File: src/design/dm_macros.svh
`ifndef DM_MACROS_SVH
`define DM_MACROS_SVH

// matrix is square, same count for rows and columns
`define DM_ROWS 8

// clk cycles per row advance
// kept short for simulation, a board build wants clk / 1 kHz
`define DM_TICK_DIV 16

`endif

File: src/design/dot_matrix_pkg.sv
`include "dm_macros.svh"

package dot_matrix_pkg;

    typedef logic [$clog2(`DM_ROWS)-1:0] row_idx_t;
    typedef logic [2:0]                  pattern_sel_t;
    typedef logic [`DM_ROWS-1:0]         col_bits_t;    // 1 = led lit, also the row drive
    typedef logic [1:0]                  color_mask_t;

    // colour mask bit positions
    localparam int COLOR_RED   = 0;
    localparam int COLOR_GREEN = 1;

    // pattern numbers
    localparam pattern_sel_t PAT_DARK    = 3'd0;
    localparam pattern_sel_t PAT_GROW1   = 3'd1;
    localparam pattern_sel_t PAT_GROW2   = 3'd2;
    localparam pattern_sel_t PAT_GROW3   = 3'd3;
    localparam pattern_sel_t PAT_GROW4   = 3'd4;
    localparam pattern_sel_t PAT_FULL    = 3'd5;
    localparam pattern_sel_t PAT_CHECKER = 3'd6;
    localparam pattern_sel_t PAT_BORDER  = 3'd7;

endpackage

File: src/design/reg_map_pkg.sv
package reg_map_pkg;

    // host register address
    typedef logic [1:0] reg_addr_t;

    // pattern number, low 3 bits of the write data
    localparam reg_addr_t REG_PATTERN = 2'd0;

    // colour enables, bit 0 red and bit 1 green
    localparam reg_addr_t REG_COLOR   = 2'd1;

    // blank flag, bit 0
    localparam reg_addr_t REG_BLANK   = 2'd2;

    // address 3 decodes to nothing

endpackage

File: src/design/scan_tick_gen.sv
`timescale 1ns/10ps
`include "dm_macros.svh"

module scan_tick_gen #(
    parameter int TICK_DIV = `DM_TICK_DIV
) (
    input  logic clk,
    input  logic rst,
    output logic row_tick
);

    // one bit minimum so a divider of 1 still builds
    localparam int CNT_W = (TICK_DIV > 1) ? $clog2(TICK_DIV) : 1;
    localparam logic [CNT_W-1:0] CNT_LAST = CNT_W'(TICK_DIV - 1);

    logic [CNT_W-1:0] cnt;
    logic             wrap;

    assign wrap = (cnt == CNT_LAST);

    always_ff @(posedge clk or posedge rst)
    begin
        if (rst)
            cnt <= '0;
        else if (wrap)
            cnt <= '0;
        else
            cnt <= cnt + 1'b1;
    end

    // registered strobe, one clk wide per period
    always_ff @(posedge clk or posedge rst)
    begin
        if (rst)
            row_tick <= 1'b0;
        else
            row_tick <= wrap;
    end

endmodule

File: src/design/matrix_config_regs.sv
`timescale 1ns/10ps

module matrix_config_regs (
    input  logic                         clk,
    input  logic                         rst,
    input  logic                         wr_en,
    input  reg_map_pkg::reg_addr_t       wr_addr,
    input  logic [7:0]                   wr_data,
    output dot_matrix_pkg::pattern_sel_t pattern_sel,
    output dot_matrix_pkg::color_mask_t  color_mask,
    output logic                         blank
);

    import reg_map_pkg::*;
    import dot_matrix_pkg::*;

    localparam int PAT_W  = $bits(pattern_sel_t);
    localparam int MASK_W = $bits(color_mask_t);

    // each register keeps only its low bits of the write data
    pattern_sel_t wr_pattern;
    color_mask_t  wr_mask;

    assign wr_pattern = wr_data[PAT_W-1:0];
    assign wr_mask    = wr_data[MASK_W-1:0];

    always_ff @(posedge clk or posedge rst)
    begin
        if (rst)
        begin
            pattern_sel <= PAT_DARK;
            color_mask  <= '0;
            blank       <= 1'b0;
        end
        else if (wr_en)
        begin
            case (wr_addr)
                REG_PATTERN:
                begin
                    pattern_sel <= wr_pattern;
                end
                REG_COLOR:
                begin
                    color_mask <= wr_mask;
                end
                REG_BLANK:
                begin
                    blank <= wr_data[0];
                end
                default:
                begin
                    // unused address, write dropped
                end
            endcase
        end
    end

endmodule

File: src/design/glyph_rom.sv
`timescale 1ns/10ps

module glyph_rom (
    input  dot_matrix_pkg::pattern_sel_t pattern,
    input  dot_matrix_pkg::row_idx_t     row_idx,
    output dot_matrix_pkg::col_bits_t    col_bits
);

    import dot_matrix_pkg::*;

    always_comb
    begin
        col_bits = '0;  // dark unless a row below says otherwise
        case (pattern)
            PAT_GROW1:
            begin
                case (row_idx)
                    3'd2, 3'd5: col_bits = 8'h18;
                    3'd3, 3'd4: col_bits = 8'h3C;
                    default:    col_bits = '0;
                endcase
            end
            PAT_GROW2:
            begin
                case (row_idx)
                    3'd2, 3'd5: col_bits = 8'h38;
                    3'd3, 3'd4: col_bits = 8'h7C;
                    default:    col_bits = '0;
                endcase
            end
            PAT_GROW3:
            begin
                case (row_idx)
                    3'd2, 3'd5: col_bits = 8'h3C;
                    3'd3, 3'd4: col_bits = 8'h7E;
                    default:    col_bits = '0;
                endcase
            end
            PAT_GROW4:
            begin
                case (row_idx)
                    3'd1, 3'd6:             col_bits = 8'h3C;
                    3'd2, 3'd3, 3'd4, 3'd5: col_bits = 8'h7E;
                    default:                col_bits = '0;
                endcase
            end
            PAT_FULL:
            begin
                col_bits = '1;
            end
            PAT_CHECKER:
            begin
                // alternate phase every row
                if (row_idx[0])
                    col_bits = 8'h55;
                else
                    col_bits = 8'hAA;
            end
            PAT_BORDER:
            begin
                case (row_idx)
                    3'd0, 3'd7: col_bits = 8'hFF;   // top and bottom edge
                    default:    col_bits = 8'h81;   // side columns only
                endcase
            end
            default:
            begin
                col_bits = '0;  // PAT_DARK
            end
        endcase
    end

endmodule

File: src/design/matrix_row_scanner.sv
`timescale 1ns/10ps
`include "dm_macros.svh"

module matrix_row_scanner (
    input  logic                         clk,
    input  logic                         rst,
    input  logic                         row_tick,
    input  dot_matrix_pkg::pattern_sel_t pattern_sel,
    input  dot_matrix_pkg::color_mask_t  color_mask,
    input  logic                         blank,
    output dot_matrix_pkg::col_bits_t    row,
    output dot_matrix_pkg::col_bits_t    colr,
    output dot_matrix_pkg::col_bits_t    colg
);

    import dot_matrix_pkg::*;

    localparam row_idx_t ROW_LAST = row_idx_t'(`DM_ROWS - 1);

    row_idx_t     row_cnt;
    row_idx_t     next_idx;
    logic         frame_start;

    pattern_sel_t frm_pattern;
    color_mask_t  frm_mask;
    logic         frm_blank;

    pattern_sel_t cur_pattern;
    color_mask_t  cur_mask;
    logic         cur_blank;

    col_bits_t    glyph_bits;
    logic         red_on;
    logic         green_on;

    assign next_idx    = (row_cnt == ROW_LAST) ? '0 : row_cnt + row_idx_t'(1);
    assign frame_start = (next_idx == '0);

    // row 0 takes the live settings, the rest of the frame the latched copy
    assign cur_pattern = frame_start ? pattern_sel : frm_pattern;
    assign cur_mask    = frame_start ? color_mask  : frm_mask;
    assign cur_blank   = frame_start ? blank       : frm_blank;

    assign red_on   = cur_mask[COLOR_RED]   & ~cur_blank;
    assign green_on = cur_mask[COLOR_GREEN] & ~cur_blank;

    glyph_rom u_glyph_rom (
        .pattern  (cur_pattern),
        .row_idx  (next_idx),
        .col_bits (glyph_bits)
    );

    // starts on the last row so the first tick shows row 0
    always_ff @(posedge clk or posedge rst)
    begin
        if (rst)
            row_cnt <= ROW_LAST;
        else if (row_tick)
            row_cnt <= next_idx;
    end

    always_ff @(posedge clk or posedge rst)
    begin
        if (rst)
        begin
            frm_pattern <= PAT_DARK;
            frm_mask    <= '0;
            frm_blank   <= 1'b0;
        end
        else if (row_tick && frame_start)
        begin
            frm_pattern <= pattern_sel;
            frm_mask    <= color_mask;
            frm_blank   <= blank;
        end
    end

    // row and columns leave on the same edge from the same index
    always_ff @(posedge clk or posedge rst)
    begin
        if (rst)
        begin
            row  <= '1;     // nothing driven
            colr <= '0;
            colg <= '0;
        end
        else if (row_tick)
        begin
            row  <= ~(col_bits_t'(1) << next_idx);  // active low
            colr <= red_on   ? glyph_bits : '0;
            colg <= green_on ? glyph_bits : '0;
        end
    end

endmodule

File: src/design/matrix_display_top.sv
`timescale 1ns/10ps
`include "dm_macros.svh"

module matrix_display_top (
    input  logic                      clk,
    input  logic                      rst,
    input  logic                      wr_en,
    input  reg_map_pkg::reg_addr_t    wr_addr,
    input  logic [7:0]                wr_data,
    output dot_matrix_pkg::col_bits_t row,
    output dot_matrix_pkg::col_bits_t colr,
    output dot_matrix_pkg::col_bits_t colg
);

    import dot_matrix_pkg::*;

    logic         row_tick;
    pattern_sel_t pattern_sel;
    color_mask_t  color_mask;
    logic         blank;

    // row rate enable
    scan_tick_gen #(
        .TICK_DIV (`DM_TICK_DIV)
    ) u_tick_gen (
        .clk      (clk),
        .rst      (rst),
        .row_tick (row_tick)
    );

    // host side settings
    matrix_config_regs u_config_regs (
        .clk         (clk),
        .rst         (rst),
        .wr_en       (wr_en),
        .wr_addr     (wr_addr),
        .wr_data     (wr_data),
        .pattern_sel (pattern_sel),
        .color_mask  (color_mask),
        .blank       (blank)
    );

    matrix_row_scanner u_row_scanner (
        .clk         (clk),
        .rst         (rst),
        .row_tick    (row_tick),
        .pattern_sel (pattern_sel),
        .color_mask  (color_mask),
        .blank       (blank),
        .row         (row),
        .colr        (colr),
        .colg        (colg)
    );

endmodule

File: config.mk
export PLATFORM = sky130hd
export DESIGN_NAME = matrix_display_top
export DESIGN_NICKNAME = d
export VERILOG_FILES = /design/src/design/dot_matrix_pkg.sv /design/src/design/reg_map_pkg.sv /design/src/design/scan_tick_gen.sv /design/src/design/matrix_config_regs.sv /design/src/design/glyph_rom.sv /design/src/design/matrix_row_scanner.sv /design/src/design/matrix_display_top.sv
export VERILOG_INCLUDE_DIRS = /design/src /design/src/design
export SDC_FILE = /design/constraint.sdc
export NUM_CORES = 1
export LEC_CHECK = 0
export ABC_CLOCK_PERIOD_IN_PS = 2400
export BUFFER_PORTS_ARGS = -buffer_cell sky130_fd_sc_hd__buf_2
export CAP_MARGIN = 20
export CORE_ASPECT_RATIO = 1.75
export CORE_MARGIN = 4
export CORE_UTILIZATION = 58
export CTS_BUF_LIST = sky130_fd_sc_hd__clkbuf_4
export DETAILED_ROUTE_END_ITERATION = 8
export PLACE_DENSITY_LB_ADDON = 0.12
export SYNTH_ARGS = -nofsm -noshare
export SYNTH_HDL_FRONTEND = slang
export SYNTH_SLANG_ARGS = --single-unit
export TNS_END_PERCENT = 20
File: constraint.sdc
create_clock -name clk -period 2.4 [get_ports clk]
set_input_delay 0.24 -clock clk [delete_from_list [all_inputs] [get_ports clk]]
set_output_delay 0.24 -clock clk [all_outputs]
set_load 0.02 [all_outputs]
==> flow_results.xml, run 1 <==
<?xml version="1.0" encoding="UTF-8"?>
<metrics>
  <group name="placed_design">
    <metric name="io_buffer_count" unit="">31</metric>
    <metric name="place.gp.congestion" unit="">0.881</metric>
    <metric name="dpl_worst_slack" unit="ns">0.0331</metric>
    <metric name="postPlaceCellArea" unit="sq mm">0.00244</metric>
    <metric name="dp.final_hpwl" unit="um">3770</metric>
  </group>
  <group name="sta">
    <metric name="max_transition_margin" unit="%">65.2</metric>
    <metric name="max_freq" unit="GHz">0.419</metric>
    <metric name="fin_crit" unit="ns">2.38</metric>
    <metric name="final_max_slew_viol_count" unit="">0</metric>
    <metric name="final-hold-violation-count" unit="">7</metric>
    <metric name="final_min_period_over_clock_period" unit="%">99.3</metric>
    <metric name="fin_ws" unit="ns">0.0157</metric>
    <metric name="timing.final.setup_violations" unit="">0</metric>
    <metric name="finalClockSkew" unit="ns">0.00572</metric>
    <metric name="max_slew.worst_pin.slew" unit="ns">0.521</metric>
    <metric name="fin_hold_ws" unit="ns">-0.00193</metric>
    <metric name="unrepaired_setup_endpoints_after_global_routing" unit="">true</metric>
  </group>
  <group name="global_routing">
    <metric name="grt_use_total" unit="%">22.9</metric>
    <metric name="first_global_vias" unit="">1732</metric>
    <metric name="grt_util_met2" unit="%">41.1</metric>
    <metric name="residual_overflow_from_global_routing" unit="">0</metric>
    <metric name="grt_first_pass_wirelength" unit="um">8070</metric>
    <metric name="largest_net_degree_at_the_start_of_global_routing" unit="">45</metric>
    <metric name="grt_most_used_layer" unit="">met2</metric>
    <metric name="global_route.usage.met1" unit="%">25.9</metric>
    <metric name="gr-usage-met3" unit="%">5.01</metric>
    <metric name="antenna_found_initial" unit="">0</metric>
  </group>
  <group name="clocking">
    <metric name="cts-root-to-sink-buffers" unit="">2</metric>
    <metric name="clk_root_buffer_cell" unit="">sky130_fd_sc_hd__clkbuf_4</metric>
    <metric name="clock_latency" unit="ns">0.35</metric>
    <metric name="cts_tree" unit="">built</metric>
    <metric name="clock_tree.htree_level_count" unit="">2</metric>
    <metric name="cts_setup_buffers" unit="">0</metric>
    <metric name="cts.hold.buffers_added" unit="">0</metric>
    <metric name="cts_num_sinks" unit="">44</metric>
    <metric name="clkSlewWorstSetupHoldPaths" unit="ns">0.13</metric>
    <metric name="numCtsBuffers" unit="">5</metric>
  </group>
  <group name="critical_path">
    <metric name="timing.critical_path.to_type" unit="">flop</metric>
    <metric name="required" unit="ns">2.62</metric>
    <metric name="timing_worst_setup_path_type" unit="">reg2reg</metric>
    <metric name="startpoint_type" unit="">flop</metric>
    <metric name="cp_data_arrival_time" unit="ns">2.61</metric>
    <metric name="timing.critical_path.fanout_max" unit="">7</metric>
  </group>
  <group name="route">
    <metric name="vias" unit="">1709</metric>
    <metric name="initialDrtViolationCount" unit="">28</metric>
    <metric name="detail_route.wl_per_cell" unit="um">16.6</metric>
    <metric name="avgViaCountPerCell" unit="">5.89</metric>
    <metric name="dr.pass1.iters" unit="">4</metric>
    <metric name="detail-route-antenna-nets" unit="">0</metric>
    <metric name="detail_route.drc_violations" unit="">0</metric>
    <metric name="totalWireLength" unit="um">4820</metric>
  </group>
  <group name="run_status">
    <metric name="failed_checks" unit="">negative hold slack</metric>
    <metric name="status" unit="">finished, violations left</metric>
  </group>
  <group name="cells_and_area">
    <metric name="final_net_count" unit="">259</metric>
    <metric name="num_antenna_cells" unit="">0</metric>
    <metric name="layout.cells.most_common" unit="">sky130_fd_sc_hd__dfrtp_1</metric>
    <metric name="final-seq-area" unit="sq mm">0.00111</metric>
    <metric name="area_occupied_by_multi_input_gates" unit="sq mm">0.00103</metric>
    <metric name="area.growth.synth_to_final" unit="%">15.2</metric>
    <metric name="post-route-cell-area" unit="sq mm">0.00253</metric>
    <metric name="final_cell_mix" unit="">sky130_fd_sc_hd__dfrtp_1 (33), sky130_fd_sc_hd__buf_2 (31), sky130_fd_sc_hd__nand2_1 (20)</metric>
    <metric name="num-fill-cells" unit="">288</metric>
    <metric name="final_layout_size_suffix_gt1_share" unit="%">36.1</metric>
  </group>
  <group name="die">
    <metric name="start_util" unit="%">60.6</metric>
    <metric name="die_area" unit="sq mm">0.00488</metric>
    <metric name="rows" unit="">29</metric>
    <metric name="die-width" unit="um">54.5</metric>
    <metric name="die-height" unit="um">89.4</metric>
    <metric name="core_region_area" unit="sq mm">0.00363</metric>
    <metric name="top_level_port_count" unit="">37</metric>
  </group>
  <group name="synthesis">
    <metric name="synth_enable_flop_cells" unit="">0</metric>
    <metric name="number_of_distinct_standard_cells_referenced_by_the_synthesized_netlist" unit="">51</metric>
    <metric name="synthCells" unit="">203</metric>
    <metric name="synthArstFlopShare" unit="%">100</metric>
    <metric name="synth.yosys.seq_area_share" unit="%">50.7</metric>
    <metric name="synth.yosys.warnings" unit="">0</metric>
    <metric name="synth.cell_area" unit="sq mm">0.00220</metric>
    <metric name="avgSynthCellArea" unit="sq um">10.8</metric>
    <metric name="synth_largest_type_area_fraction" unit="%">37.6</metric>
    <metric name="synth_area_leader_cell" unit="">sky130_fd_sc_hd__dfrtp_1</metric>
    <metric name="ys.flop_type" unit="">sky130_fd_sc_hd__dfrtp_1</metric>
    <metric name="syn_nets" unit="">219</metric>
    <metric name="ys_seq_elements" unit="">44</metric>
    <metric name="ys_top_cells_by_area" unit="">sky130_fd_sc_hd__dfrtp_1 (38%), sky130_fd_sc_hd__dfstp_2 (13%), sky130_fd_sc_hd__mux2_2 (6.2%)</metric>
  </group>
  <group name="run">
    <metric name="maxCapViolCount" unit="">0</metric>
  </group>
  <group name="pwr">
    <metric name="maximum_ir_drop_on_the_vdd_rail" unit="V">0.000448</metric>
    <metric name="pwr_density_cell" unit="mW/mm^2">464</metric>
    <metric name="leak_pwr" unit="nW">1.09</metric>
    <metric name="finalPower" unit="mW">1.18</metric>
  </group>
  <group name="hold_path">
    <metric name="worst_hold_class" unit="">in2async</metric>
  </group>
</metrics>
timing repair:
item                       in CTS  in global routing
setup endpoints to repair       1                 13
gates resized for setup         1                  4
pin swaps                       0                  0
metrics by stage:
stage	std cells	TNS (ns)	utilization [%]	hold WS [ns]
floorplan	203	0	-	0.357
global placement	282	0	67.4	0.384
detailed placement	282	0	67.4	0.404
CTS	290	0	69.1	0.0101
global route	290	-0.223	69.8	0.0220
finish	290	0	69.8	-0.00193
metal layers:
layer,share of wire [%],vias to the layer above
met1,37,827
met2,57,52
li1,-,823
met5,0,-
met3,4.5,7
met4,1.5,0
sequential cells by signal, indices dropped and copies added (netlist names):
register                   cells
u_row_scanner.row              8
u_row_scanner.colr             8
u_config_regs.color_mask       2
u_row_scanner.row_cnt          3
u_row_scanner.frm_mask         2
u_row_scanner.frm_blank        1
u_tick_gen.row_tick            1
u_config_regs.pattern_sel      3
u_tick_gen.cnt                 4
u_row_scanner.frm_pattern      3
u_row_scanner.colg             8
u_config_regs.blank            1
kinds of logic after synthesis:
group / synth area share (%)
muxes: 8.71
AOI/OAI and AO/OA: 19.8
and+or+nand+nor: 14.8
DFF: 50.7
buffers and inverters: 3.53
adders and majority gates: 1.71
xor gates and xnor gates: 0.797
synth_stat cells (2+ instances only):
cell type,number
sky130_fd_sc_hd__o2111ai_1,2
sky130_fd_sc_hd__mux2_2,12
sky130_fd_sc_hd__dfrtp_1,33
sky130_fd_sc_hd__o21ai_0,11
sky130_fd_sc_hd__inv_1,10
sky130_fd_sc_hd__buf_2,2
sky130_fd_sc_hd__nand3_1,5
sky130_fd_sc_hd__clkbuf_1,5
sky130_fd_sc_hd__o221ai_1,8
sky130_fd_sc_hd__nor2_1,14
sky130_fd_sc_hd__nor3_1,2
sky130_fd_sc_hd__a21oi_1,7
sky130_fd_sc_hd__or3b_1,2
sky130_fd_sc_hd__nand2b_1,2
sky130_fd_sc_hd__nand2_1,20
sky130_fd_sc_hd__a31oi_1,3
sky130_fd_sc_hd__a32o_1,2
sky130_fd_sc_hd__o22ai_1,2
sky130_fd_sc_hd__o211ai_1,3
sky130_fd_sc_hd__dfstp_2,11
sky130_fd_sc_hd__o2bb2ai_1,6
sky130_fd_sc_hd__o21ai_1,2
sky130_fd_sc_hd__ha_1,3
sky130_fd_sc_hd__o21ai_2,2
sky130_fd_sc_hd__nand3b_1,5
sky130_fd_sc_hd__mux2i_1,2
sky130_fd_sc_hd__nor2b_1,3
where the power goes:
part / internal, mW / switching (mW) / leakage, nW
registers: 0.761 / 0.0152 / 0.561
clock network: 0.113 / 0.234 / 0.0349
logic: 0.0214 / 0.0306 / 0.492
total: 0.895 / 0.280 / 1.09
critical path: stages (launching register included):
cell and delay [ns]:
sky130_fd_sc_hd__dfstp_2 0.56, sky130_fd_sc_hd__ha_1 0.15, sky130_fd_sc_hd__ha_1 0.29, sky130_fd_sc_hd__or3b_1 0.46, sky130_fd_sc_hd__nand3_1 0.18, sky130_fd_sc_hd__nand2_2 0.16, sky130_fd_sc_hd__o31ai_2 0.35, sky130_fd_sc_hd__o2bb2ai_1 0.13
area by class of cell:
cell class,count,share of cell area [%]
Multi-Input combinational cell,141,40.9
Clock buffer,5,1.48
Timing Repair Buffer,41,9.10
Sequential cell,44,44.0
Inverter,10,1.48
Tap cell,46,2.27
Clock inverter,3,0.741
final timing paths:
path	startpoint	end	slack, ns	depth (start not counted)
worst min register to register	u_row_scanner.row[7]	u_row_scanner.row[7]	0.50	2
worst max-delay path	u_row_scanner.row_cnt[0]	u_row_scanner.colg[3]	0.02	7
worst min-delay path	rst	u_row_scanner.frm_blank	-0.002	3
max in group asynchronous	rst	u_row_scanner.row[6]	2.03	3
worst max register to register	u_row_scanner.row_cnt[0]	u_row_scanner.colg[3]	0.02	7
min in group clk	wr_data[2]	u_config_regs.pattern_sel[2]	0.09	3
Note: power is estimated with default switching activity, not from simulation.
==> run 2: changes to the inputs <==
--- a/config.mk
+++ b/config.mk
@@ -6,16 +6,17 @@
 export SDC_FILE = /design/constraint.sdc
 export NUM_CORES = 1
 export LEC_CHECK = 0
+export ABC_AREA = 1
 export ABC_CLOCK_PERIOD_IN_PS = 2400
-export BUFFER_PORTS_ARGS = -buffer_cell sky130_fd_sc_hd__buf_2
+export BUFFER_PORTS_ARGS = -buffer_cell sky130_fd_sc_hd__buf_4
 export CAP_MARGIN = 20
 export CORE_ASPECT_RATIO = 1.75
 export CORE_MARGIN = 4
-export CORE_UTILIZATION = 58
+export CORE_UTILIZATION = 57
 export CTS_BUF_LIST = sky130_fd_sc_hd__clkbuf_4
 export DETAILED_ROUTE_END_ITERATION = 8
 export PLACE_DENSITY_LB_ADDON = 0.12
 export SYNTH_ARGS = -nofsm -noshare
 export SYNTH_HDL_FRONTEND = slang
 export SYNTH_SLANG_ARGS = --single-unit
-export TNS_END_PERCENT = 20
+export TNS_END_PERCENT = 100
==> run 2 against run 1 <==
  * The run now ends clean
  * Power fell by 1.7%
  * Core utilization fell by 0.62 points
  * Wire length fell by 16%
  * Register-to-register slack improved by 0.15 ns
  * Cell count rose by 18%
  * Final area fell by 1.9%
  * Sequential power fell by 0.9%
  * First-iteration DRC count fell by 29%
  * Clock-buffer cell count did not move
  * Die area fell by 2.1%
  * Non-clock buffer count fell by 3
  * Synthesized cell count rose by 26%
==> flow_results.xml, run 2 <==
<?xml version="1.0" encoding="UTF-8"?>
<metrics>
  <group name="run_status">
    <metric name="status" unit="">complete, no violations</metric>
  </group>
  <group name="critical_path">
    <metric name="timing.critical_path.to_type" unit="">flop</metric>
    <metric name="timing_worst_setup_path_type" unit="">reg2reg</metric>
    <metric name="crit_top_cell" unit="">sky130_fd_sc_hd__nand2_1</metric>
    <metric name="required" unit="ns">2.70</metric>
    <metric name="worstPathCellList" unit="">ha_1 &gt; ha_1 &gt; inv_2 &gt; buf_4 &gt; nand4_1 &gt; nand2_1 &gt; nand3_1 &gt; nor2_1 &gt; nor2_2 &gt; nand3_1 &gt; nand2_1 &gt; nand2_1</metric>
    <metric name="cp_data_arrival_time" unit="ns">2.53</metric>
    <metric name="startpoint_type" unit="">flop</metric>
    <metric name="critical_path_top_delay_cell" unit="">sky130_fd_sc_hd__dfstp_2</metric>
    <metric name="cp.buffers_inverters" unit="">2</metric>
    <metric name="timing.critical_path.fanout_max" unit="">7</metric>
    <metric name="timing.critical_path.slowest_cell_delay" unit="ns">0.57</metric>
    <metric name="timing.critical_path.max_delay_family" unit="">simple AND/OR/NAND/NOR gates</metric>
  </group>
  <group name="clocking">
    <metric name="cts_repair_resize_count" unit="">0</metric>
    <metric name="cts_tree" unit="">built</metric>
    <metric name="numCtsBuffers" unit="">5</metric>
    <metric name="cts-root-to-sink-buffers" unit="">2</metric>
    <metric name="cts.hold.buffers_added" unit="">0</metric>
    <metric name="clkSlewWorstSetupHoldPaths" unit="ns">0.13</metric>
    <metric name="clk_root_buffer_cell" unit="">sky130_fd_sc_hd__clkbuf_4</metric>
    <metric name="clock_tree.htree_level_count" unit="">2</metric>
    <metric name="clock_latency" unit="ns">0.35</metric>
    <metric name="cts_setup_buffers" unit="">0</metric>
    <metric name="cts_num_sinks" unit="">44</metric>
  </group>
  <group name="synthesis">
    <metric name="syn_nets" unit="">271</metric>
    <metric name="cell_with_the_most_instances_after_synthesis" unit="">sky130_fd_sc_hd__nand2_1</metric>
    <metric name="number_of_distinct_standard_cells_referenced_by_the_synthesized_netlist" unit="">27</metric>
    <metric name="synth_common_cells" unit="">sky130_fd_sc_hd__nand2_1 (81), sky130_fd_sc_hd__dfrtp_1 (33), sky130_fd_sc_hd__inv_1 (30), sky130_fd_sc_hd__nor2_1 (22), sky130_fd_sc_hd__o21ai_0 (18)</metric>
    <metric name="synthCells" unit="">255</metric>
    <metric name="synth_area_leader_cell" unit="">sky130_fd_sc_hd__dfrtp_1</metric>
    <metric name="ys.flop_type" unit="">sky130_fd_sc_hd__dfrtp_1</metric>
    <metric name="synth.yosys.warnings" unit="">0</metric>
    <metric name="synth_enable_flop_cells" unit="">0</metric>
    <metric name="synth_largest_type_area_fraction" unit="%">39.2</metric>
    <metric name="synth.cell_area" unit="sq mm">0.00211</metric>
    <metric name="synth.yosys.seq_area_share" unit="%">52.9</metric>
    <metric name="synthArstFlopShare" unit="%">100</metric>
    <metric name="avgSynthCellArea" unit="sq um">8.26</metric>
    <metric name="ys_seq_elements" unit="">44</metric>
    <metric name="ys_top_cells_by_area" unit="">sky130_fd_sc_hd__dfrtp_1 (39%), sky130_fd_sc_hd__nand2_1 (14%), sky130_fd_sc_hd__dfstp_2 (14%)</metric>
  </group>
  <group name="cells_and_area">
    <metric name="num-fill-cells" unit="">315</metric>
    <metric name="final_cell_mix" unit="">sky130_fd_sc_hd__nand2_1 (81), sky130_fd_sc_hd__buf_4 (37), sky130_fd_sc_hd__dfrtp_1 (33)</metric>
    <metric name="area.growth.synth_to_final" unit="%">17.9</metric>
    <metric name="num_antenna_cells" unit="">0</metric>
    <metric name="area_occupied_by_multi_input_gates" unit="sq um">842</metric>
    <metric name="largest_registers" unit="">u_row_scanner.colg: 8 flops, u_row_scanner.colr: 8 flops, u_row_scanner.row: 8 flops</metric>
    <metric name="final_layout_size_suffix_gt1_share" unit="%">24.7</metric>
    <metric name="layout.cells.most_common" unit="">sky130_fd_sc_hd__nand2_1</metric>
    <metric name="utilization_after_layout" unit="%">69.1</metric>
    <metric name="final-seq-area" unit="sq mm">0.00111</metric>
    <metric name="final_net_count" unit="">311</metric>
  </group>
  <group name="route">
    <metric name="detail-route-antenna-nets" unit="">0</metric>
    <metric name="detail_route.drc_violations" unit="">0</metric>
    <metric name="detail_route.wl_per_cell" unit="um">11.9</metric>
    <metric name="totalWireLength" unit="um">4060</metric>
    <metric name="avgViaCountPerCell" unit="">4.95</metric>
    <metric name="initialDrtViolationCount" unit="">20</metric>
    <metric name="dr.pass1.iters" unit="">4</metric>
    <metric name="vias" unit="">1693</metric>
  </group>
  <group name="sta">
    <metric name="fin_crit" unit="ns">2.23</metric>
    <metric name="final-hold-violation-count" unit="">0</metric>
    <metric name="finalClockSkew" unit="ns">0.00742</metric>
    <metric name="timing.final.setup_violations" unit="">0</metric>
    <metric name="max_transition_margin" unit="%">64.4</metric>
    <metric name="max_slew.worst_pin.slew" unit="ns">0.535</metric>
    <metric name="final_max_slew_viol_count" unit="">0</metric>
    <metric name="max_freq" unit="GHz">0.448</metric>
    <metric name="final_min_period_over_clock_period" unit="%">93.1</metric>
  </group>
  <group name="die">
    <metric name="die-height" unit="um">88.4</metric>
    <metric name="top_level_port_count" unit="">37</metric>
    <metric name="rows" unit="">29</metric>
    <metric name="die-width" unit="um">54.0</metric>
    <metric name="core_region_area" unit="sq mm">0.00359</metric>
    <metric name="die_area" unit="sq mm">0.00477</metric>
    <metric name="start_util" unit="%">58.7</metric>
  </group>
  <group name="hold_path">
    <metric name="worst_hold_class" unit="">in2async</metric>
  </group>
  <group name="pwr">
    <metric name="comb_power_share" unit="%">4.2</metric>
    <metric name="finalPower" unit="mW">1.15</metric>
    <metric name="cell_internal_pwr" unit="uW">884</metric>
    <metric name="power.switching_fraction" unit="%">23.5</metric>
    <metric name="p_sw" unit="uW">271</metric>
    <metric name="p_clk_share" unit="%">29.2</metric>
    <metric name="pwr-share-seq" unit="%">66.6</metric>
    <metric name="leak_pwr" unit="nW">1.35</metric>
    <metric name="maximum_ir_drop_on_the_vdd_rail" unit="V">0.000530</metric>
    <metric name="pwr_density_cell" unit="mW/mm^2">465</metric>
  </group>
  <group name="global_routing">
    <metric name="largest_net_degree_at_the_start_of_global_routing" unit="">45</metric>
    <metric name="residual_overflow_from_global_routing" unit="">0</metric>
    <metric name="antenna_found_initial" unit="">0</metric>
    <metric name="grt_first_pass_wirelength" unit="um">7100</metric>
    <metric name="grt_use_total" unit="%">20.2</metric>
    <metric name="first_global_vias" unit="">1713</metric>
  </group>
  <group name="placed_design">
    <metric name="io_buffer_count" unit="">31</metric>
    <metric name="place.gp.congestion" unit="">0.888</metric>
    <metric name="dp.final_hpwl" unit="um">3040</metric>
  </group>
  <group name="run">
    <metric name="maxCapViolCount" unit="">0</metric>
  </group>
</metrics>
-- run 2: metal layers --
metal | track usage (%) | vias to the layer above | share of wire [%] | wire, um
met1 | 20.7 | 768 | 38 | 1550
met4 | 7.44 | 0 | 1.6 | 65
met3 | 4.22 | 6 | 3.5 | 141
met5 | 0 | - | 0 | 0
met2 | 38.1 | 31 | 57 | 2300
li1 | - | 888 | - | -
-- run 2: path summary, 6_finish.rpt --
kind / slack, ns / startpoint / end / cells past startpoint
setup reg to reg: 0.17 / u_row_scanner.row_cnt[0] / u_row_scanner.colg[1] / 12
min in group clk: 0.13 / wr_data[2] / u_config_regs.pattern_sel[2] / 3
max in group asynchronous: 2.01 / rst / u_row_scanner.row[7] / 3
hold / removal: 0.01 / rst / u_row_scanner.colg[0] / 3
setup / recovery: 0.17 / u_row_scanner.row_cnt[0] / u_row_scanner.colg[1] / 12
hold reg to reg: 0.49 / u_row_scanner.colg[1] / u_row_scanner.colg[1] / 2
-- run 2: logic make-up after synthesis --
group	after synthesis	synth area share [%]
simple gates	135	28.1
flops	44	52.9
buf+inv	37	7.13
compound gates	33	8.79
xor+xnor	3	1.25
fa+ha+maj	3	1.78
-- run 2: worst register-to-register path, cell delays in order (launching register included) --
cell and delay (ns):
sky130_fd_sc_hd__dfstp_2 0.57, sky130_fd_sc_hd__ha_1 0.16, sky130_fd_sc_hd__ha_1 0.26, sky130_fd_sc_hd__inv_2 0.14
sky130_fd_sc_hd__buf_4 0.17, sky130_fd_sc_hd__nand4_1 0.09, sky130_fd_sc_hd__nand2_1 0.19, sky130_fd_sc_hd__nand3_1 0.13
sky130_fd_sc_hd__nor2_1 0.17, sky130_fd_sc_hd__nor2_2 0.07, sky130_fd_sc_hd__nand3_1 0.10, sky130_fd_sc_hd__nand2_1 0.08
sky130_fd_sc_hd__nand2_1 0.06
-- run 2: final cells by class --
cell class                      instances  area share (%)
Clock inverter                          3           0.554
Timing Repair Buffer                   38            12.0
Tap cell                               46            2.32
Inverter                               32            4.84
Multi-Input combinational cell        174            33.9
Sequential cell                        44            44.9
Clock buffer                            5            1.51
-- run 2: power by group through the flow --
stage | clock network [mW] | logic [mW] | registers [mW]
after floorplan | 0 | 0.0318 | 0.780
after global placement | 0 | 0.0490 | 0.782
after detailed placement | 0 | 0.0506 | 0.783
after CTS | 0.351 | 0.0507 | 0.769
after global routing | 0.381 | 0.0589 | 0.773
final | 0.337 | 0.0486 | 0.769
-- run 2: through the flow --
stage / setup TNS [ns] / cell area, sq um / setup slack (ns) / hold WS, ns / std cells
6_report: 0 / 2480 / 0.166 / 0.0102 / 342
5_1_grt: -0.00363 / 2480 / -0.00363 / 0.0376 / 342
4_1_cts: 0 / 2450 / 0.151 / 0.0233 / 339
3_5_place_dp: 0 / 2400 / 0.168 / 0.421 / 331
3_3_place_gp: 0 / 2400 / 0.201 / 0.408 / 331
2_1_floorplan: 0 / 2110 / 0.455 / 0.398 / 255
==> run 3: changes to the inputs <==
--- a/config.mk
+++ b/config.mk
@@ -12,11 +12,12 @@
 export CAP_MARGIN = 20
 export CORE_ASPECT_RATIO = 1.75
 export CORE_MARGIN = 4
-export CORE_UTILIZATION = 57
+export CORE_UTILIZATION = 58
 export CTS_BUF_LIST = sky130_fd_sc_hd__clkbuf_4
 export DETAILED_ROUTE_END_ITERATION = 8
 export PLACE_DENSITY_LB_ADDON = 0.12
 export SYNTH_ARGS = -nofsm -noshare
 export SYNTH_HDL_FRONTEND = slang
+export SYNTH_HIERARCHICAL = 1
 export SYNTH_SLANG_ARGS = --single-unit
 export TNS_END_PERCENT = 100
==> run 3 against run 2 <==
  * Final area grew 11%
  * Power is 11% higher
  * Synthesized cell count increased by 11%
  * Sequential power about the same
  * Hold slack better by 0.11 ns
  * First-iteration DRC count grew to 3.0 times the previous value
  * Wire length is 16% higher
  * Maximum frequency decreased by 0.92%
  * Clock-buffer cell count unchanged
  * Via count grew 14%
  * Critical path depth up 6
  * Critical endpoint is now u_row_scanner/colr[2]
  * Highest routed layer unchanged
==> flow_results.xml, run 3 <==
<?xml version="1.0" encoding="UTF-8"?>
<metrics>
  <group name="clocking">
    <metric name="numCtsBuffers" unit="">5</metric>
    <metric name="clk_root_buffer_cell" unit="">sky130_fd_sc_hd__clkbuf_4</metric>
    <metric name="cts_num_sinks" unit="">44</metric>
    <metric name="clock_latency" unit="ns">0.37</metric>
    <metric name="cts-root-to-sink-buffers" unit="">2</metric>
    <metric name="clock_tree.htree_level_count" unit="">2</metric>
    <metric name="clkSlewWorstSetupHoldPaths" unit="ns">0.13</metric>
    <metric name="cts_tree" unit="">built</metric>
  </group>
  <group name="synthesis">
    <metric name="synth_largest_type_area_fraction" unit="%">36.6</metric>
    <metric name="ys_top_cells_by_area" unit="">sky130_fd_sc_hd__dfrtp_1 (37%), sky130_fd_sc_hd__nand2_1 (16%), sky130_fd_sc_hd__dfstp_2 (13%)</metric>
    <metric name="synth_common_cells" unit="">sky130_fd_sc_hd__nand2_1 (97), sky130_fd_sc_hd__dfrtp_1 (33), sky130_fd_sc_hd__nand3_1 (33), sky130_fd_sc_hd__inv_1 (27), sky130_fd_sc_hd__nor2_1 (15)</metric>
    <metric name="ys_seq_elements" unit="">44</metric>
    <metric name="avgSynthCellArea" unit="sq um">7.96</metric>
    <metric name="synth.cell_area" unit="sq mm">0.00225</metric>
    <metric name="ys.flop_type" unit="">sky130_fd_sc_hd__dfrtp_1</metric>
    <metric name="synth_enable_flop_cells" unit="">0</metric>
    <metric name="number_of_distinct_standard_cells_referenced_by_the_synthesized_netlist" unit="">23</metric>
    <metric name="cell_with_the_most_instances_after_synthesis" unit="">sky130_fd_sc_hd__nand2_1</metric>
    <metric name="synth.yosys.warnings" unit="">6</metric>
    <metric name="syn_nets" unit="">303</metric>
    <metric name="synth.yosys.seq_area_share" unit="%">49.5</metric>
    <metric name="synth_area_leader_cell" unit="">sky130_fd_sc_hd__dfrtp_1</metric>
    <metric name="synthArstFlopShare" unit="%">100</metric>
    <metric name="synthCells" unit="">283</metric>
  </group>
  <group name="sta">
    <metric name="final_min_period_over_clock_period" unit="%">93.9</metric>
    <metric name="timing.final.setup_violations" unit="">0</metric>
    <metric name="final-hold-violation-count" unit="">0</metric>
    <metric name="fin_setup_tns" unit="ns">0</metric>
    <metric name="final_max_slew_viol_count" unit="">0</metric>
    <metric name="max_freq" unit="GHz">0.444</metric>
    <metric name="fin_crit" unit="ns">2.25</metric>
    <metric name="max_transition_margin" unit="%">69.5</metric>
    <metric name="max_slew.worst_pin.slew" unit="ns">0.456</metric>
    <metric name="finalClockSkew" unit="ns">0.0130</metric>
  </group>
  <group name="cells_and_area">
    <metric name="final_layout_size_suffix_gt1_share" unit="%">29.6</metric>
    <metric name="num_antenna_cells" unit="">0</metric>
    <metric name="layout.cells.most_common" unit="">sky130_fd_sc_hd__nand2_1</metric>
    <metric name="utilization_after_layout" unit="%">74.2</metric>
    <metric name="largest_registers" unit="">u_row_scanner/colg: 8 flops, u_row_scanner/colr: 8 flops, u_row_scanner/row: 8 flops</metric>
    <metric name="area.growth.synth_to_final" unit="%">21.9</metric>
    <metric name="post-route-cell-area" unit="sq mm">0.00275</metric>
    <metric name="final_cell_mix" unit="">sky130_fd_sc_hd__nand2_1 (97), sky130_fd_sc_hd__buf_4 (45), sky130_fd_sc_hd__dfrtp_1 (33)</metric>
    <metric name="final_net_count" unit="">350</metric>
  </group>
  <group name="die">
    <metric name="start_util" unit="%">60.9</metric>
    <metric name="top_level_port_count" unit="">37</metric>
    <metric name="die_area" unit="sq mm">0.00499</metric>
    <metric name="die-width" unit="um">55.1</metric>
    <metric name="core_region_area" unit="sq mm">0.00370</metric>
    <metric name="rows" unit="">29</metric>
    <metric name="die-height" unit="um">90.5</metric>
  </group>
  <group name="pwr">
    <metric name="finalPower" unit="mW">1.28</metric>
    <metric name="pwr_density_cell" unit="mW/mm^2">465</metric>
    <metric name="leak_pwr" unit="nW">1.56</metric>
    <metric name="maximum_ir_drop_on_the_vdd_rail" unit="V">0.000462</metric>
  </group>
  <group name="critical_path">
    <metric name="launch_instance_of_the_worst_register_to_register_path" unit="">u_row_scanner/row_cnt[0]</metric>
    <metric name="timing.critical_path.slowest_cell_delay" unit="ns">0.56</metric>
    <metric name="launch_point_of_the_critical_path" unit="">u_row_scanner/row_cnt[0]</metric>
    <metric name="timing.critical_path.to_type" unit="">flop</metric>
    <metric name="crit_top_cell" unit="">sky130_fd_sc_hd__nand2_1</metric>
    <metric name="timing.critical_path.fanout_max" unit="">6</metric>
    <metric name="critical_path_top_delay_cell" unit="">sky130_fd_sc_hd__dfstp_2</metric>
    <metric name="startpoint_type" unit="">flop</metric>
    <metric name="required" unit="ns">2.71</metric>
    <metric name="cp.buffers_inverters" unit="">4</metric>
    <metric name="timing_worst_setup_path_type" unit="">reg2reg</metric>
    <metric name="timing.critical_path.max_delay_family" unit="">simple AND/OR/NAND/NOR gates</metric>
    <metric name="cp_data_arrival_time" unit="ns">2.56</metric>
    <metric name="worstPathCellList" unit="">ha_2 &gt; ha_4 &gt; inv_4 &gt; nand2_4 &gt; nand2_1 &gt; o21ai_1 &gt; buf_4 &gt; inv_4 &gt; nand2_4 &gt; nor2_2 &gt; nand2_1 &gt; nand2_1 &gt; nor2_1 &gt; nand2_1 &gt; nand2_1 &gt; inv_1 &gt; nand3_1 &gt; nand2_1</metric>
  </group>
  <group name="global_routing">
    <metric name="residual_overflow_from_global_routing" unit="">0</metric>
    <metric name="grt_use_total" unit="%">20.3</metric>
    <metric name="largest_net_degree_at_the_start_of_global_routing" unit="">34</metric>
    <metric name="first_global_vias" unit="">1765</metric>
    <metric name="antenna_found_initial" unit="">0</metric>
    <metric name="grt_first_pass_wirelength" unit="um">7490</metric>
  </group>
  <group name="route">
    <metric name="avgViaCountPerCell" unit="">5.14</metric>
    <metric name="detail_route.drc_violations" unit="">0</metric>
    <metric name="dr.pass1.iters" unit="">4</metric>
    <metric name="totalWireLength" unit="um">4720</metric>
    <metric name="vias" unit="">1936</metric>
    <metric name="initialDrtViolationCount" unit="">60</metric>
    <metric name="detail-route-antenna-nets" unit="">0</metric>
    <metric name="detail_route.wl_per_cell" unit="um">12.5</metric>
  </group>
  <group name="placed_design">
    <metric name="place.gp.congestion" unit="">0.917</metric>
    <metric name="postPlaceCellArea" unit="sq mm">0.00256</metric>
    <metric name="io_buffer_count" unit="">31</metric>
    <metric name="dp.final_hpwl" unit="um">3510</metric>
  </group>
  <group name="run_status">
    <metric name="status" unit="">complete, no violations</metric>
  </group>
  <group name="hold_path">
    <metric name="beginning_of_the_worst_hold_path" unit="">wr_data[2]</metric>
    <metric name="worst_hold_class" unit="">in2reg</metric>
  </group>
  <group name="run">
    <metric name="maxCapViolCount" unit="">0</metric>
  </group>
</metrics>
==> run 3: cell count changes in the layout (fill, tap and decap cells not counted), moves of 4 or more <==
cell / before / now
sky130_fd_sc_hd__nand2_2: 4 / 10
sky130_fd_sc_hd__nand2_1: 81 / 97
sky130_fd_sc_hd__nor2_1: 22 / 14
sky130_fd_sc_hd__buf_4: 37 / 45
sky130_fd_sc_hd__nand3_1: 13 / 31
sky130_fd_sc_hd__o21ai_0: 18 / 3
sky130_fd_sc_hd__inv_1: 30 / 26
sky130_fd_sc_hd__a21oi_1: 4 / 8
==> run 3: kinds of logic after synthesis <==
group | count (synthesis) | share of synthesized area, %
adder cells (fa/ha/maj) | 7 | 3.89
AO/OA/AOI/OAI | 20 | 4.55
AND/OR/NAND/NOR | 171 | 34.0
XOR/XNOR | 1 | 0.389
flip-flops | 44 | 49.5
buffers and inverters | 40 | 7.66
==> run 3: layout make-up <==
type	instances	area [sq um]
inverters	33	129
flip-flops and latches	44	1110
repair buffers	46	348
well taps	46	57.6
multi-input cells	200	1020
fillers	328	953
clock inverters	3	42.5
clock buffers	5	37.5
==> run 3: what timing repair did <==
action                                 CTS  global route
setup endpoints to repair                0            12
hold buffers                             1             0
gates resized for setup                  0            12
endpoints found under the hold margin   33             0
buffers inserted                         0             5
==> run 3: report_power, final <==
group | total (mW) | leakage [nW] | switching, mW | internal (mW)
combinational | 0.0559 | 0.953 | 0.0363 | 0.0197
clock | 0.454 | 0.0428 | 0.236 | 0.218
sequential | 0.768 | 0.564 | 0.00962 | 0.758
==> run 3: through the flow <==
step | hold WS [ns] | instances | setup slack (ns)
2_1_floorplan | 0.0185 | 283 | 0.109
3_3_place_gp | 0.165 | 362 | 0.111
3_5_place_dp | 0.165 | 362 | 0.0901
4_1_cts | 0.111 | 371 | 0.0486
5_1_grt | 0.132 | 377 | -0.0267
6_report | 0.116 | 377 | 0.145
==> run 3: layer usage <==
metal | part of all wire, % | GRT usage [%] | wire [um] | vias to the layer above
met5 | 0 | 0 | 0 | -
met4 | 3.6 | 8.92 | 170 | 0
met1 | 36 | 20.6 | 1720 | 902
li1 | - | - | - | 978
met2 | 57 | 36.9 | 2670 | 43
met3 | 3.5 | 3.97 | 166 | 13
==> run 3: worst paths after layout <==
kind,end,slack (ns),depth (start not counted)
setup / recovery,u_row_scanner/colr[2],0.15,18
hold / removal,u_config_regs/pattern_sel[2],0.12,3
setup reg to reg,u_row_scanner/colr[2],0.15,18
hold reg to reg,u_config_regs/pattern_sel[2],0.49,2
max in group asynchronous,u_row_scanner/row[7],1.55,4
min in group asynchronous,u_tick_gen/cnt[3],0.31,3
==> run 3: worst min-delay path: stages <==
cell and delay, ns:
sky130_fd_sc_hd__buf_4 0.08, sky130_fd_sc_hd__nand3_1 0.07, sky130_fd_sc_hd__nand2_1 0.06
